### src/rtl/mb_ctrl_pkg.sv
/*
 * Shared definitions for the motherboard control and status block.
 * Holds the register widths, the APB byte address map, reset values,
 * fixed identification constants and the enums that the APB decoder
 * and the readback mux agree on. Modules import it inside their body.
 */
package mb_ctrl_pkg;

   // ----------------------------------------
   // Widths
   // ----------------------------------------
   localparam int APB_ADDR_W    = 12;
   localparam int DATA_W        = 32;
   localparam int SFP_PIN_W     = 3;
   localparam int SFP_CTRL_W    = 2;
   localparam int MAX_SFP_PORTS = 4;
   localparam int PORT_IDX_W    = $clog2(MAX_SFP_PORTS);
   localparam int LEDS_W        = 2;
   localparam int SW_RST_W      = 4;
   localparam int CLK_CTRL_W    = 8;
   localparam int CLK_STATUS_W  = 8;
   localparam int DEV_ID_W      = 16;

   // ----------------------------------------
   // Address map
   // ----------------------------------------
   localparam logic [APB_ADDR_W-1:0] ADDR_LEDS            = 12'h000;
   localparam logic [APB_ADDR_W-1:0] ADDR_SW_RST          = 12'h004;
   localparam logic [APB_ADDR_W-1:0] ADDR_CLOCK_CTRL      = 12'h008;
   localparam logic [APB_ADDR_W-1:0] ADDR_DEVICE_ID       = 12'h00C;
   localparam logic [APB_ADDR_W-1:0] ADDR_REF_FREQ        = 12'h010;
   localparam logic [APB_ADDR_W-1:0] ADDR_SFP_CTRL_BASE   = 12'h020;
   localparam logic [APB_ADDR_W-1:0] ADDR_COUNTER         = 12'h100;
   localparam logic [APB_ADDR_W-1:0] ADDR_COMPAT          = 12'h104;
   localparam logic [APB_ADDR_W-1:0] ADDR_CLK_STATUS      = 12'h108;
   localparam logic [APB_ADDR_W-1:0] ADDR_DEVICE_INFO     = 12'h10C;
   localparam logic [APB_ADDR_W-1:0] ADDR_SFP_STATUS_BASE = 12'h120;

   // Identification and reset values
   localparam logic [15:0]           COMPAT_MAJOR   = 16'h0026;
   localparam logic [15:0]           COMPAT_MINOR   = 16'h0000;
   localparam logic [15:0]           PROTO_VERSION  = 16'h0100;
   // Bit 6 turns the GPS-disciplined oscillator on
   localparam logic [CLK_CTRL_W-1:0] CLOCK_CTRL_RST = 8'h40;
   localparam logic [DATA_W-1:0]     REF_FREQ_RST   = 32'd10_000_000;

   typedef enum logic [3:0] {
      SEL_NONE, SEL_LEDS, SEL_SW_RST, SEL_CLOCK_CTRL, SEL_DEVICE_ID, SEL_REF_FREQ,
      SEL_SFP_CTRL, SEL_COUNTER, SEL_COMPAT, SEL_CLK_STATUS, SEL_DEVICE_INFO,
      SEL_SFP_STATUS
   } reg_sel_e;

   typedef enum logic [1:0] {
      IDLE,
      SETUP,
      ACCESS
   } apb_state_e;

endpackage

### src/rtl/sfp_port_monitor.sv
/*
 * Status and control for one SFP+ cage.
 * Synchronizes the module-absent, transmit-fault and receive-loss pins,
 * latches any change until the status word is read, and holds the
 * open-drain rate-select bits as drive-low enables.
 */
`timescale 1ns/1ps

module sfp_port_monitor (
   input  logic                                 clk,
   input  logic                                 i_rst_n,
   input  logic                                 i_mod_abs,
   input  logic                                 i_tx_fault,
   input  logic                                 i_rx_los,
   input  logic                                 i_wr,
   input  logic                                 i_rd_clr,
   input  logic [mb_ctrl_pkg::DATA_W-1:0]       i_wdata,
   output logic [mb_ctrl_pkg::SFP_CTRL_W-1:0]   o_rs_drive_low,
   output logic [mb_ctrl_pkg::DATA_W-1:0]       o_status
);
   import mb_ctrl_pkg::*;

   logic [SFP_PIN_W-1:0]  pin_meta;
   logic [SFP_PIN_W-1:0]  pin_sync;
   logic [SFP_PIN_W-1:0]  pin_dly;
   logic [SFP_PIN_W-1:0]  pin_chg;
   logic [SFP_CTRL_W-1:0] rs_bits;

   // ----------------------------------------
   // Pin synchronizers and change latches
   // ----------------------------------------
   always_ff @(posedge clk or negedge i_rst_n) begin
      if (!i_rst_n) begin
         pin_meta <= '0;
         pin_sync <= '0;
         pin_dly  <= '0;
      end else begin
         pin_meta <= {i_mod_abs, i_tx_fault, i_rx_los};
         pin_sync <= pin_meta;
         pin_dly  <= pin_sync;
      end
   end

   // A fresh edge beats a clear in the same cycle
   always_ff @(posedge clk or negedge i_rst_n) begin
      if (!i_rst_n)
         pin_chg <= '0;
      else
         pin_chg <= (pin_chg & {SFP_PIN_W{!i_rd_clr}}) | (pin_sync ^ pin_dly);
   end

   // Rate select, 1 pulls the pin low
   always_ff @(posedge clk or negedge i_rst_n) begin
      if (!i_rst_n)
         rs_bits <= '0;
      else if (i_wr)
         rs_bits <= i_wdata[SFP_CTRL_W-1:0];
   end

   assign o_rs_drive_low = rs_bits;
   assign o_status       = {{(DATA_W - 2 * SFP_PIN_W){1'b0}}, pin_chg, pin_sync};

   a_chg_sticky: assert property (@(posedge clk) disable iff (!i_rst_n)
      ((~pin_chg & $past(pin_chg)) != '0) |-> $past(i_rd_clr));

endmodule

### src/rtl/mb_apb_regs.sv
/*
 * APB3 slave front end with zero wait states.
 * Decodes the address in the setup cycle, answers in the access cycle,
 * holds the board setting registers and steers strobes to the SFP+
 * monitors and the readback mux.
 */
`timescale 1ns/1ps

module mb_apb_regs #(
   parameter int NUM_SFP_PORTS = 2
) (
   input  logic                                  clk,
   input  logic                                  i_rst_n,
   input  logic                                  i_psel,
   input  logic                                  i_penable,
   input  logic                                  i_pwrite,
   input  logic [mb_ctrl_pkg::APB_ADDR_W-1:0]    i_paddr,
   input  logic [mb_ctrl_pkg::DATA_W-1:0]        i_pwdata,
   output logic                                  o_pready,
   output logic                                  o_pslverr,
   output logic [mb_ctrl_pkg::LEDS_W-1:0]        o_leds,
   output logic [mb_ctrl_pkg::SW_RST_W-1:0]      o_sw_rst,
   output logic [mb_ctrl_pkg::CLK_CTRL_W-1:0]    o_clock_control,
   output logic [mb_ctrl_pkg::DEV_ID_W-1:0]      o_device_id,
   output logic [mb_ctrl_pkg::DATA_W-1:0]        o_ref_freq,
   output logic                                  o_ref_freq_changed,
   output mb_ctrl_pkg::reg_sel_e                 o_sel,
   output logic [mb_ctrl_pkg::PORT_IDX_W-1:0]    o_port_idx,
   output logic                                  o_rd_capture,
   output logic [NUM_SFP_PORTS-1:0]              o_sfp_wr,
   output logic [NUM_SFP_PORTS-1:0]              o_sfp_rd_clr,
   output logic [mb_ctrl_pkg::DATA_W-1:0]        o_wdata
);
   import mb_ctrl_pkg::*;

   apb_state_e            state_q;
   apb_state_e            state;
   reg_sel_e              sel_d;
   reg_sel_e              sel_q;
   logic [PORT_IDX_W-1:0] port_d;
   logic [PORT_IDX_W-1:0] port_q;
   logic                  err_q;
   logic                  xfer_ok;

   // ----------------------------------------
   // Bus phase tracking
   // ----------------------------------------
   // Any selected cycle outside ACCESS is a setup cycle
   always_comb begin
      if (state_q == ACCESS)
         state = ACCESS;
      else if (i_psel)
         state = SETUP;
      else
         state = IDLE;
   end

   always_ff @(posedge clk or negedge i_rst_n) begin
      if (!i_rst_n)
         state_q <= IDLE;
      else
         state_q <= (state == SETUP) ? ACCESS : IDLE;
   end

   // Address decode, read-only targets rejected for writes
   always_comb begin
      sel_d  = SEL_NONE;
      port_d = '0;
      case (i_paddr)
         ADDR_LEDS:        sel_d = SEL_LEDS;
         ADDR_SW_RST:      sel_d = SEL_SW_RST;
         ADDR_CLOCK_CTRL:  sel_d = SEL_CLOCK_CTRL;
         ADDR_DEVICE_ID:   sel_d = SEL_DEVICE_ID;
         ADDR_REF_FREQ:    sel_d = SEL_REF_FREQ;
         ADDR_COUNTER:     sel_d = SEL_COUNTER;
         ADDR_COMPAT:      sel_d = SEL_COMPAT;
         ADDR_CLK_STATUS:  sel_d = SEL_CLK_STATUS;
         ADDR_DEVICE_INFO: sel_d = SEL_DEVICE_INFO;
         default: begin
            for (int p = 0; p < NUM_SFP_PORTS; p++) begin
               if (i_paddr == APB_ADDR_W'(ADDR_SFP_CTRL_BASE + 4 * p)) begin
                  sel_d  = SEL_SFP_CTRL;
                  port_d = PORT_IDX_W'(p);
               end
               if (i_paddr == APB_ADDR_W'(ADDR_SFP_STATUS_BASE + 4 * p)) begin
                  sel_d  = SEL_SFP_STATUS;
                  port_d = PORT_IDX_W'(p);
               end
            end
         end
      endcase
      if (i_pwrite && (sel_d inside {SEL_COUNTER, SEL_COMPAT, SEL_CLK_STATUS,
                                     SEL_DEVICE_INFO, SEL_SFP_STATUS}))
         sel_d = SEL_NONE;
   end

   always_ff @(posedge clk) begin
      if (state == SETUP) begin
         sel_q  <= sel_d;
         port_q <= port_d;
         err_q  <= (sel_d == SEL_NONE);
      end
   end

   assign xfer_ok      = (state == ACCESS) && !err_q;
   assign o_pready     = (state == ACCESS);
   assign o_pslverr    = (state == ACCESS) && err_q;
   assign o_sel        = sel_d;
   assign o_port_idx   = port_d;
   assign o_rd_capture = (state == SETUP) && !i_pwrite;
   assign o_wdata      = i_pwdata;

   // Per-port strobes, valid in the access cycle only
   always_comb begin
      for (int p = 0; p < NUM_SFP_PORTS; p++) begin
         o_sfp_wr[p]     = xfer_ok && i_pwrite && (sel_q == SEL_SFP_CTRL) &&
                           (port_q == PORT_IDX_W'(p));
         o_sfp_rd_clr[p] = xfer_ok && !i_pwrite && (sel_q == SEL_SFP_STATUS) &&
                           (port_q == PORT_IDX_W'(p));
      end
   end

   // ----------------------------------------
   // Board setting registers
   // ----------------------------------------
   always_ff @(posedge clk or negedge i_rst_n) begin
      if (!i_rst_n) begin
         o_leds             <= '0;
         o_sw_rst           <= '0;
         o_clock_control    <= CLOCK_CTRL_RST;
         o_device_id        <= '0;
         o_ref_freq         <= REF_FREQ_RST;
         o_ref_freq_changed <= 1'b0;
      end else begin
         o_ref_freq_changed <= 1'b0;
         if (xfer_ok && i_pwrite) begin
            case (sel_q)
               SEL_LEDS:       o_leds          <= i_pwdata[LEDS_W-1:0];
               SEL_SW_RST:     o_sw_rst        <= i_pwdata[SW_RST_W-1:0];
               SEL_CLOCK_CTRL: o_clock_control <= i_pwdata[CLK_CTRL_W-1:0];
               SEL_DEVICE_ID:  o_device_id     <= i_pwdata[DEV_ID_W-1:0];
               SEL_REF_FREQ: begin
                  o_ref_freq         <= i_pwdata;
                  o_ref_freq_changed <= 1'b1;
               end
               default: ;
            endcase
         end
      end
   end

   a_penable_with_psel: assert property (@(posedge clk) disable iff (!i_rst_n)
      i_penable |-> i_psel);

   // Ready only in the cycle straight after a setup
   a_pready_after_setup: assert property (@(posedge clk) disable iff (!i_rst_n)
      o_pready |-> $past(state == SETUP) && i_penable);

endmodule

### src/rtl/mb_readback_mux.sv
/*
 * Read data path for APB reads.
 * Runs the free-running counter and registers the selected word at the
 * end of the setup cycle so that it is stable through the access cycle.
 */
`timescale 1ns/1ps

module mb_readback_mux #(
   parameter int NUM_SFP_PORTS = 2
) (
   input  logic                                  clk,
   input  logic                                  i_rst_n,
   input  mb_ctrl_pkg::reg_sel_e                 i_sel,
   input  logic [mb_ctrl_pkg::PORT_IDX_W-1:0]    i_port_idx,
   input  logic                                  i_rd_capture,
   input  logic [mb_ctrl_pkg::LEDS_W-1:0]        i_leds,
   input  logic [mb_ctrl_pkg::SW_RST_W-1:0]      i_sw_rst,
   input  logic [mb_ctrl_pkg::CLK_CTRL_W-1:0]    i_clock_control,
   input  logic [mb_ctrl_pkg::DEV_ID_W-1:0]      i_device_id,
   input  logic [mb_ctrl_pkg::DATA_W-1:0]        i_ref_freq,
   input  logic [NUM_SFP_PORTS-1:0][mb_ctrl_pkg::SFP_CTRL_W-1:0] i_sfp_ctrl,
   input  logic [mb_ctrl_pkg::CLK_STATUS_W-1:0]  i_clock_status,
   input  logic [NUM_SFP_PORTS-1:0][mb_ctrl_pkg::DATA_W-1:0]     i_sfp_status,
   output logic [mb_ctrl_pkg::DATA_W-1:0]        o_prdata
);
   import mb_ctrl_pkg::*;

   logic [DATA_W-1:0]     counter;
   logic [SFP_CTRL_W-1:0] port_ctrl;
   logic [DATA_W-1:0]     port_status;
   logic [DATA_W-1:0]     rd_word;

   always_ff @(posedge clk or negedge i_rst_n) begin
      if (!i_rst_n)
         counter <= '0;
      else
         counter <= counter + 1'b1;
   end

   // Pick the addressed SFP+ port
   always_comb begin
      port_ctrl   = '0;
      port_status = '0;
      for (int p = 0; p < NUM_SFP_PORTS; p++) begin
         if (i_port_idx == PORT_IDX_W'(p)) begin
            port_ctrl   = i_sfp_ctrl[p];
            port_status = i_sfp_status[p];
         end
      end
   end

   always_comb begin
      case (i_sel)
         SEL_LEDS:        rd_word = DATA_W'(i_leds);
         SEL_SW_RST:      rd_word = DATA_W'(i_sw_rst);
         SEL_CLOCK_CTRL:  rd_word = DATA_W'(i_clock_control);
         SEL_DEVICE_ID:   rd_word = DATA_W'(i_device_id);
         SEL_REF_FREQ:    rd_word = i_ref_freq;
         SEL_SFP_CTRL:    rd_word = DATA_W'(port_ctrl);
         SEL_COUNTER:     rd_word = counter;
         SEL_COMPAT:      rd_word = {COMPAT_MAJOR, COMPAT_MINOR};
         SEL_CLK_STATUS:  rd_word = DATA_W'(i_clock_status);
         SEL_DEVICE_INFO: rd_word = {i_device_id, PROTO_VERSION};
         SEL_SFP_STATUS:  rd_word = port_status;
         default:         rd_word = '0;
      endcase
   end

   always_ff @(posedge clk or negedge i_rst_n) begin
      if (!i_rst_n)
         o_prdata <= '0;
      else if (i_rd_capture)
         o_prdata <= rd_word;
   end

   // Read data holds from one capture to the next
   a_prdata_hold: assert property (@(posedge clk) disable iff (!i_rst_n)
      !$stable(o_prdata) |-> $past(i_rd_capture));

endmodule

### src/rtl/mb_ctrl_top.sv
/*
 * Top level of the motherboard control and status block.
 * The APB decoder owns the board settings, one monitor per SFP+ port
 * tracks pins and rate select, and the readback mux returns read data.
 */
`timescale 1ns/1ps

module mb_ctrl_top #(
   parameter int NUM_SFP_PORTS = 2
) (
   input  logic                                  clk,
   input  logic                                  i_rst_n,
   // APB slave
   input  logic                                  i_psel,
   input  logic                                  i_penable,
   input  logic                                  i_pwrite,
   input  logic [mb_ctrl_pkg::APB_ADDR_W-1:0]    i_paddr,
   input  logic [mb_ctrl_pkg::DATA_W-1:0]        i_pwdata,
   output logic [mb_ctrl_pkg::DATA_W-1:0]        o_prdata,
   output logic                                  o_pready,
   output logic                                  o_pslverr,
   // Board status and SFP+ pins
   input  logic [mb_ctrl_pkg::CLK_STATUS_W-1:0]  i_clock_status,
   input  logic [NUM_SFP_PORTS-1:0]              i_sfp_mod_abs,
   input  logic [NUM_SFP_PORTS-1:0]              i_sfp_tx_fault,
   input  logic [NUM_SFP_PORTS-1:0]              i_sfp_rx_los,
   // Board settings
   output logic [mb_ctrl_pkg::LEDS_W-1:0]        o_leds,
   output logic [mb_ctrl_pkg::SW_RST_W-1:0]      o_sw_rst,
   output logic [mb_ctrl_pkg::CLK_CTRL_W-1:0]    o_clock_control,
   output logic [mb_ctrl_pkg::DATA_W-1:0]        o_ref_freq,
   output logic                                  o_ref_freq_changed,
   output logic [NUM_SFP_PORTS-1:0][mb_ctrl_pkg::SFP_CTRL_W-1:0] o_sfp_rs_drive_low
);
   import mb_ctrl_pkg::*;

   reg_sel_e                               sel;
   logic [PORT_IDX_W-1:0]                  port_idx;
   logic                                   rd_capture;
   logic [NUM_SFP_PORTS-1:0]               sfp_wr;
   logic [NUM_SFP_PORTS-1:0]               sfp_rd_clr;
   logic [DATA_W-1:0]                      wdata;
   logic [DEV_ID_W-1:0]                    device_id;
   logic [NUM_SFP_PORTS-1:0][DATA_W-1:0]   sfp_status;

   mb_apb_regs #(
      .NUM_SFP_PORTS (NUM_SFP_PORTS)
   ) u_regs (
      .clk                (clk),
      .i_rst_n            (i_rst_n),
      .i_psel             (i_psel),
      .i_penable          (i_penable),
      .i_pwrite           (i_pwrite),
      .i_paddr            (i_paddr),
      .i_pwdata           (i_pwdata),
      .o_pready           (o_pready),
      .o_pslverr          (o_pslverr),
      .o_leds             (o_leds),
      .o_sw_rst           (o_sw_rst),
      .o_clock_control    (o_clock_control),
      .o_device_id        (device_id),
      .o_ref_freq         (o_ref_freq),
      .o_ref_freq_changed (o_ref_freq_changed),
      .o_sel              (sel),
      .o_port_idx         (port_idx),
      .o_rd_capture       (rd_capture),
      .o_sfp_wr           (sfp_wr),
      .o_sfp_rd_clr       (sfp_rd_clr),
      .o_wdata            (wdata)
   );

   // One monitor per SFP+ cage
   for (genvar p = 0; p < NUM_SFP_PORTS; p++) begin : g_sfp
      sfp_port_monitor u_mon (
         .clk            (clk),
         .i_rst_n        (i_rst_n),
         .i_mod_abs      (i_sfp_mod_abs[p]),
         .i_tx_fault     (i_sfp_tx_fault[p]),
         .i_rx_los       (i_sfp_rx_los[p]),
         .i_wr           (sfp_wr[p]),
         .i_rd_clr       (sfp_rd_clr[p]),
         .i_wdata        (wdata),
         .o_rs_drive_low (o_sfp_rs_drive_low[p]),
         .o_status       (sfp_status[p])
      );
   end

   mb_readback_mux #(
      .NUM_SFP_PORTS (NUM_SFP_PORTS)
   ) u_rb (
      .clk             (clk),
      .i_rst_n         (i_rst_n),
      .i_sel           (sel),
      .i_port_idx      (port_idx),
      .i_rd_capture    (rd_capture),
      .i_leds          (o_leds),
      .i_sw_rst        (o_sw_rst),
      .i_clock_control (o_clock_control),
      .i_device_id     (device_id),
      .i_ref_freq      (o_ref_freq),
      .i_sfp_ctrl      (o_sfp_rs_drive_low),
      .i_clock_status  (i_clock_status),
      .i_sfp_status    (sfp_status),
      .o_prdata        (o_prdata)
   );

endmodule

### config.mk
export PLATFORM = sky130hd
export DESIGN_NAME = mb_ctrl_top
export DESIGN_NICKNAME = d
export VERILOG_FILES = /design/src/rtl/mb_ctrl_pkg.sv /design/src/rtl/sfp_port_monitor.sv /design/src/rtl/mb_apb_regs.sv /design/src/rtl/mb_readback_mux.sv /design/src/rtl/mb_ctrl_top.sv
export SDC_FILE = /design/constraint.sdc
export NUM_CORES = 1
export LEC_CHECK = 0
export ABC_AREA = 1
export BUFFER_PORTS_ARGS = -buffer_cell sky130_fd_sc_hd__buf_2
export CAP_MARGIN = 20
export CORE_ASPECT_RATIO = 0.5
export CORE_MARGIN = 5
export CORE_UTILIZATION = 35
export CTS_CLUSTER_DIAMETER = 30
export DETAILED_ROUTE_END_ITERATION = 8
export GPL_TIMING_DRIVEN = 1
export HOLD_SLACK_MARGIN = 0.05
export SETUP_SLACK_MARGIN = 0.05
export SYNTH_ARGS = -nofsm -noshare
export SYNTH_HDL_FRONTEND = slang
export SYNTH_SLANG_ARGS = --single-unit
### constraint.sdc
create_clock -name clk -period 2.08 [get_ports clk]
set_clock_uncertainty 0.15 [all_clocks]
set_input_delay 0.416 -clock clk [delete_from_list [all_inputs] [get_ports clk]]
set_output_delay 0.416 -clock clk [all_outputs]
set_load 0.05 [all_outputs]
==> flow_summary_export.csv, run 1 <==
group,metric,value,unit
run_status,outcome,"finished, violations left",
run_status,violations,"setup timing",
route,drt-vias-per-instance,4.75,
route,via_count,7262,
timing,relSlewSlack,65.4,%
clock_network,clkSinkCount,162,
power_and_ir_drop,p_leak,5.96,nW
clock_network,clockBufferDepth,2,
route,wl,24.7,mm
floorplanning,die_height,115,um
finish,utilization,52.8,%
synthesis,yosys_warnings,0,
timing,setup_viol,18,
synthesis,synth_cell_type_count,38,
setup_path,worstSetupPathType,"reg -> reg",
finish,syn_to_final_growth,48.5,%
global_routing,grt_max_degree,46,
floorplanning,rows,38,
timing,rsz0062_at_grt,"yes",
floorplanning,ioPinCount,148,
clock_network,clk_pin_slew_worst_paths,0.06,ns
finish,design_area,11500,sq um
route,drtPass1Iterations,7,
global_routing,grt-ovfl-total,0,
power_and_ir_drop,power_density,577,nW/um^2
route,routedWlPerCell,16.1,um
setup_path,reg2reg_depth,12,
worst_hold_path,hold_path_class,"in -> reg",
synthesis,synth_top_flop_cell,"dfrtp_1",
setup_path,cp_data_required_time,2.28,ns
timing,holdWs,0.0810,ns
synthesis,synthArstFlopShare,96.3,%
worst_hold_path,min_path_cells,3,
power_and_ir_drop,combPwrFrac,7.4,%
synthesis,ys_ff_latch,162,
timing,min_period_over_period,105,%
timing,hold_viol_final,0,
setup_path,endpoint_kind,"flop",
place,dp_slack,-0.425,ns
global_routing,grt_util_all_layers,18.7,%
timing,fin_ws,-0.107,ns
place,routabilityCongestion,0.862,
clock_network,htreeDepth,4,
synthesis,syn-mean-instance-area,8.31,sq um
power_and_ir_drop,ir_worst_vdd,0.419,mV
clock_network,clock-root-buffer,"clkbuf_16",
place,dpl.cell_count,1427,
run,cap_violations,0,
synthesis,yosysSeqAreaShare,53.1,%
timing,drv_slew,0,
power_and_ir_drop,internal_power,5.01,mW
route,ant_nets,0,
power_and_ir_drop,clkPwrFrac,43.4,%
finish,fill_cells,1953,
timing,period_minus_slack,2.19,ns
timing,tns,-0.685,ns
place,io_buffers,146,
floorplanning,dieArea,25300,sq um
synthesis,synth_largest_area_cell,"dfrtp_1",
floorplanning,core_area,21700,sq um
synthesis,synth_edf_count,6,
synthesis,synth_area,7710,sq um
power_and_ir_drop,power_frac_seq,49.2,%
finish,most-common-layout-cells,"nand2_1 (301), dfrtp_1 (147), buf_2 (133)",
synthesis,synthTopCellsByArea,"dfrtp_1 (48%), nand2_1 (16%), o21ai_0 (4.5%), inv_1 (4.5%), nand3_1 (3.5%)",
place,hpwl,17.3,mm
clock_network,clock_latency,0.42,ns
power_and_ir_drop,p_sw_share,24.2,%
setup_path,cp.arrival,2.38,ns
clock_network,numCtsBuffers,17,
setup_path,crit_fanout,3,
timing,max_freq,0.457,GHz
finish,finish.cell_count_without_fillers,1530,
place,dpl_cell_area,9500,sq um
finish,n_antenna_cell,0,
power_and_ir_drop,power.total,6.61,mW
finish,layout_commonest_cell,"nand2_1",
synthesis,yosys.area.top_type_share,47.7,%
global_routing,grt_pass1_wl,37.3,mm
setup_path,setup.worst_path.start_class,"flop",
global_routing,antenna_found_initial,0,
floorplanning,die_w,220,um
route,drc_errors,0,
floorplanning,start_util,35.6,%
finish,fin_nets,1283,
timing,worst_pin_slew,0.513,ns
synthesis,synth_cells,928,
finish,drive_gt1_share,36.6,%
clock_network,cts_tree,"done",
route,first_iter_violations,548,
synthesis,synth_nets,992,
global_routing,grt_pass1_vias,7084,
power_and_ir_drop,p_switching,1.60,mW
## power by group through the flow
stage	Clock, mW	Sequential (mW)	Combinational (mW)
floorplan	0	3.37	0.118
global placement	0	3.31	0.398
detailed placement	0	3.31	0.403
CTS	2.90	3.26	0.439
global route	3.06	3.26	0.532
finish	2.87	3.26	0.487
## path summary, 6_finish.rpt
check | to | from | slack (ns)
setup / recovery | u_rb.counter[30]$_DFF_PN0_ | u_rb.counter[0]$_DFF_PN0_ | -0.11
hold / removal | u_regs.o_ref_freq[10]$_DFFE_PN1P_ | i_pwdata[10] | 0.08
setup reg to reg | u_rb.counter[30]$_DFF_PN0_ | u_rb.counter[0]$_DFF_PN0_ | -0.11
hold reg to reg | g_sfp[1].u_mon.pin_sync[0]$_DFF_PN0_ | g_sfp[1].u_mon.pin_meta[0]$_DFF_PN0_ | 0.20
max in group asynchronous | u_regs.o_ref_freq[9]$_DFFE_PN1P_ | i_rst_n | 0.81
min in group asynchronous | u_rb.counter[28]$_DFF_PN0_ | i_rst_n | 0.35
## synthesized netlist by cell type, types with 4 or more instances
cell type	number
dfrtp_1	147
nand2_2	7
nand2_1	336
xor2_1	23
buf_2	4
nor2_4	6
nand4_1	18
nor3_2	5
o21ai_0	70
nor2_2	7
nor2_1	44
nand3b_1	5
nor3_1	5
inv_1	92
o211ai_1	18
dfstp_2	9
nand3_1	54
xnor2_1	12
inv_2	6
edfxtp_1	6
nand3_2	7
clkbuf_1	16
## worst max-delay path, stage by stage, from the launching register on
cell	delay, ns
dfrtp_1	0.42
ha_4	0.18
nand3_4	0.09
nor2_4	0.11
nand2_4	0.08
nor3_4	0.15
nand2_2	0.10
nor3_4	0.16
nand2_1	0.11
nor2_2	0.12
nand2_2	0.10
nor4_4	0.17
xor2_1	0.17
## layer usage
layer | track usage [%] | routed length (um) | part of all wire, % | up-vias
li1 | - | - | - | 3534
met1 | 25.0 | 10700 | 44 | 3518
met2 | 31.5 | 12400 | 50 | 179
met3 | 3.89 | 1150 | 4.7 | 31
met4 | 4.82 | 422 | 1.7 | 0
met5 | 0 | 0 | 0 | -
## timing repair
action / CTS / global route
hold endpoints to repair: 58 / 0
cloned: 0 / 5
buffers inserted: 11 / 38
hold buffers: 23 / 0
resized for setup: 18 / 171
pin swaps: 7 / 75
setup endpoints to repair: 19 / 47
## cells by family (layout without fill, tap and decap cells)
logic type               after synthesis  count (layout)  share of synthesized area (%)
adder cells (fa/ha/maj)                1               1                          0.162
AND/OR/NAND/NOR                      502             503                           28.7
multiplexers                           1               1                          0.130
XOR/XNOR                              35              35                           3.97
AO/OA/AOI/OAI                         98              98                           7.20
buffers and inverters                129             430                           6.75
flip-flops                           162             162                           53.1
## sequential cells by signal (all words and copies together) (netlist names), 8 cells and up
| signal | count |
|---|---|
| u_regs.o_clock_control | 8 |
| u_regs.o_device_id | 16 |
| u_rb.counter | 32 |
| u_regs.o_ref_freq | 32 |
| u_rb.o_prdata | 32 |
## cell type report
class                           count  area [sq um]  area share [%]
Sequential cell                   162          4100            35.8
Multi-Input combinational cell    638          3740            32.6
Timing Repair Buffer              297          2270            19.8
Clock buffer                       22           475            4.15
Inverter                          102           430            3.76
Tap cell                          300           375            3.28
Clock inverter                      8          55.1           0.481
Timing Repair inverter              1          16.3           0.142
(Power assumes the default switching activity.)
==> run 2: changes to the inputs <==
ABC_AREA = not set   (was 1)
==> run 2 against run 1 <==
Compared with the run above:
- the flow still finishes with violations (setup timing)
- non-clock buffer count fell by 34
- utilization fell by 2.9 points
- highest routed layer unchanged
- critical path depth decreased by 2
- sequential share of layout area is 4.3 points higher
- hold slack got worse by 0.0079 ns
- wire length down 6.5%
- via count shrank 13%
- synthesized cell count is 26% lower
- largest power group unchanged
- synthesized area is 5.4% lower
- critical path type is now in -> reg
==> flow_summary_export.csv, run 2 <==
group,metric,value,unit
run_status,outcome,"finished, violations left",
run_status,violations,"setup timing",
power_and_ir_drop,power_density,710,nW/um^2
synthesis,synth_cells,688,
timing,setup_viol,19,
finish,most-common-layout-cells,"nand2_1 (194), dfrtp_1 (147), buf_2 (143)",
global_routing,antenna_found_initial,0,
floorplanning,die_height,112,um
run,cap_violations,0,
timing,drv_slew,0,
setup_path,crit_fanout,32,
floorplanning,die_w,214,um
floorplanning,start_util,35.6,%
global_routing,grt_max_degree,49,
finish,syn_to_final_growth,40.2,%
synthesis,synth_cell_type_count,52,
global_routing,use_met3,3.61,%
global_routing,grt_pass1_vias,6502,
power_and_ir_drop,ir_worst_vdd,0.501,mV
finish,reg_top3,"u_rb.counter: 32 flops, u_rb.o_prdata: 32 flops, u_regs.o_ref_freq: 32 flops",
clock_network,cts_tree,"done",
clock_network,clock-root-buffer,"clkbuf_16",
synthesis,synth_edf_count,6,
synthesis,yosysSeqAreaShare,56.1,%
synthesis,synth_nets,752,
global_routing,met1_usage,24.6,%
floorplanning,rows,37,
synthesis,synthTopCellsByArea,"dfrtp_1 (50%), nand2_1 (10%), mux2_2 (6.8%), dfstp_2 (3.2%), a221oi_1 (2.9%)",
global_routing,grt-ovfl-total,0,
worst_hold_path,min_path_cells,3,
synthesis,synth_area,7300,sq um
route,via_count,6296,
clock_network,clk_pin_slew_worst_paths,0.07,ns
place,io_buffers,146,
setup_path,r2r_start,"u_regs.state_q[1]$_DFF_PN0_",
setup_path,reg2reg_to,"u_rb.o_prdata[21]$_DFFE_PN0P_",
synthesis,synth_top_flop_cell,"dfrtp_1",
global_routing,gr-usage-met2,33.2,%
synthesis,syn-mean-instance-area,10.6,sq um
clock_network,numCtsBuffers,17,
floorplanning,ioPinCount,148,
place,dpl_cell_area,9010,sq um
setup_path,endpoint_kind,"flop",
route,drt-vias-per-instance,5.14,
worst_hold_path,hold_start,"i_pwdata[6]",
route,first_iter_violations,416,
place,dp_slack,-0.600,ns
place,routabilityCongestion,0.868,
clock_network,clkSinkCount,162,
clock_network,clockBufferDepth,2,
setup_path,worstSetupPathType,"in -> reg",
route,wl,23.1,mm
global_routing,busiest_layer,"met2",
synthesis,yosys.area.top_type_share,50.4,%
place,hpwl,16.7,mm
timing,worst_pin_slew,0.555,ns
finish,design_area,10200,sq um
synthesis,ys_ff_latch,162,
power_and_ir_drop,p_leak,5.06,nW
floorplanning,core_area,20500,sq um
clock_network,clock_latency,0.42,ns
route,drc_errors,0,
setup_path,reg2reg_depth,7,
setup_path,r2r_slack,0.10,ns
synthesis,yosys_warnings,0,
route,drtPass1Iterations,5,
finish,drive_gt1_share,38.6,%
floorplanning,dieArea,24000,sq um
synthesis,synthTopCellsByCount,"nand2_1 (195), dfrtp_1 (147), mux2_2 (44)",
finish,fill_cells,1898,
route,routedWlPerCell,18.9,um
timing,fin_ws,-0.0514,ns
timing,hold_viol_final,0,
timing,min_period_over_period,102,%
timing,relSlewSlack,62.5,%
setup_path,setup.worst_path.start_class,"primary input",
finish,fin_nets,1002,
clock_network,htreeDepth,4,
worst_hold_path,hold_path_class,"in -> reg",
timing,max_freq,0.469,GHz
global_routing,grt_pass1_wl,36.6,mm
setup_path,cp.arrival,2.28,ns
finish,n_antenna_cell,0,
setup_path,crit_start,"i_paddr[2]",
setup_path,cp_data_required_time,2.23,ns
synthesis,synth.most_common_cell,"nand2_1",
finish,layout_commonest_cell,"nand2_1",
synthesis,synth_largest_area_cell,"dfrtp_1",
setup_path,cp-endpoint,"u_rb.o_prdata[22]$_DFFE_PN0P_",
route,ant_nets,0,
global_routing,grt_util_all_layers,19.2,%
timing,period_minus_slack,2.13,ns
timing,rsz0062_at_grt,"yes",
synthesis,synthArstFlopShare,96.3,%
==> run 2: timing repair <==
| action | 4_1_cts | 5_1_grt |
|---|---|---|
| hold endpoints to repair | 69 | 0 |
| setup endpoints to repair | 33 | 40 |
| setup buffers | 5 | 4 |
| resized for setup | 26 | 24 |
| hold buffers | 31 | 0 |
| pin swaps | 5 | 0 |
==> run 2: area by class of cell <==
cell class | count | area, sq um | share of cell area, %
inverter | 9 | 33.8 | 0.330
timing repair buffer | 263 | 1900 | 18.5
sequential | 162 | 4100 | 40.0
multi-input combinational | 485 | 3250 | 31.8
tap | 273 | 342 | 3.34
clock buffer | 20 | 468 | 4.57
clock inverter | 12 | 145 | 1.42
==> run 2: cells by family after synthesis <==
kind of cell / synth area share [%]
buf+inv: 2.35
mux: 7.06
simple gates: 19.8
compound gates: 10.0
xor+xnor: 4.44
fa+ha+maj: 0.171
flops: 56.1
==> run 2: worst min-delay path by stage <==
stage | to
after floorplan | g_sfp[0].u_mon.o_rs_drive_low[0]$_DFFE_PN0P_
after global placement | g_sfp[1].u_mon.pin_sync[0]$_DFF_PN0_
after detailed placement | g_sfp[1].u_mon.pin_sync[1]$_DFF_PN0_
after CTS | u_regs.o_ref_freq[8]$_DFFE_PN0P_
after global routing | u_regs.o_ref_freq[6]$_DFFE_PN0P_
final | u_regs.o_ref_freq[6]$_DFFE_PN0P_
==> run 2: power by group <==
part	switching [mW]	internal (mW)	total, mW
Combinational	0.441	0.272	0.712
Sequential	0.0505	3.24	3.29
Clock	1.36	1.90	3.26
Total	1.85	5.41	7.26
==> run 2: critical path: stages <==
cell	delay [ns]
buf_8	0.10
buf_4	0.14
nor2b_1	0.15
or4_4	0.54
nand3_4	0.14
buf_4	0.14
nor3_4	0.05
buf_12	0.17
a221oi_1	0.34
a21oi_1	0.08
==> run 2: routing by layer <==
layer	part of all wire, %	vias to the layer above
li1	-	2919
met1	43	3198
met2	51	143
met5	0	-
met4	2.3	0
met3	3.9	36
==> run 2: through the flow <==
stage | instances | hold slack, ns | TNS (ns) | power (mW) | utilization, %
after floorplan | 688 | -0.0296 | -7.80 | 3.65 | -
after global placement | 1152 | 0.187 | -15.56 | 3.97 | 43.9
after detailed placement | 1152 | 0.187 | -16.32 | 3.98 | 43.9
after CTS | 1220 | 0.0556 | -0.170 | 7.33 | 49.2
after global routing | 1224 | 0.0693 | -1.93 | 7.53 | 49.9
final | 1224 | 0.0732 | -0.390 | 7.26 | 49.9
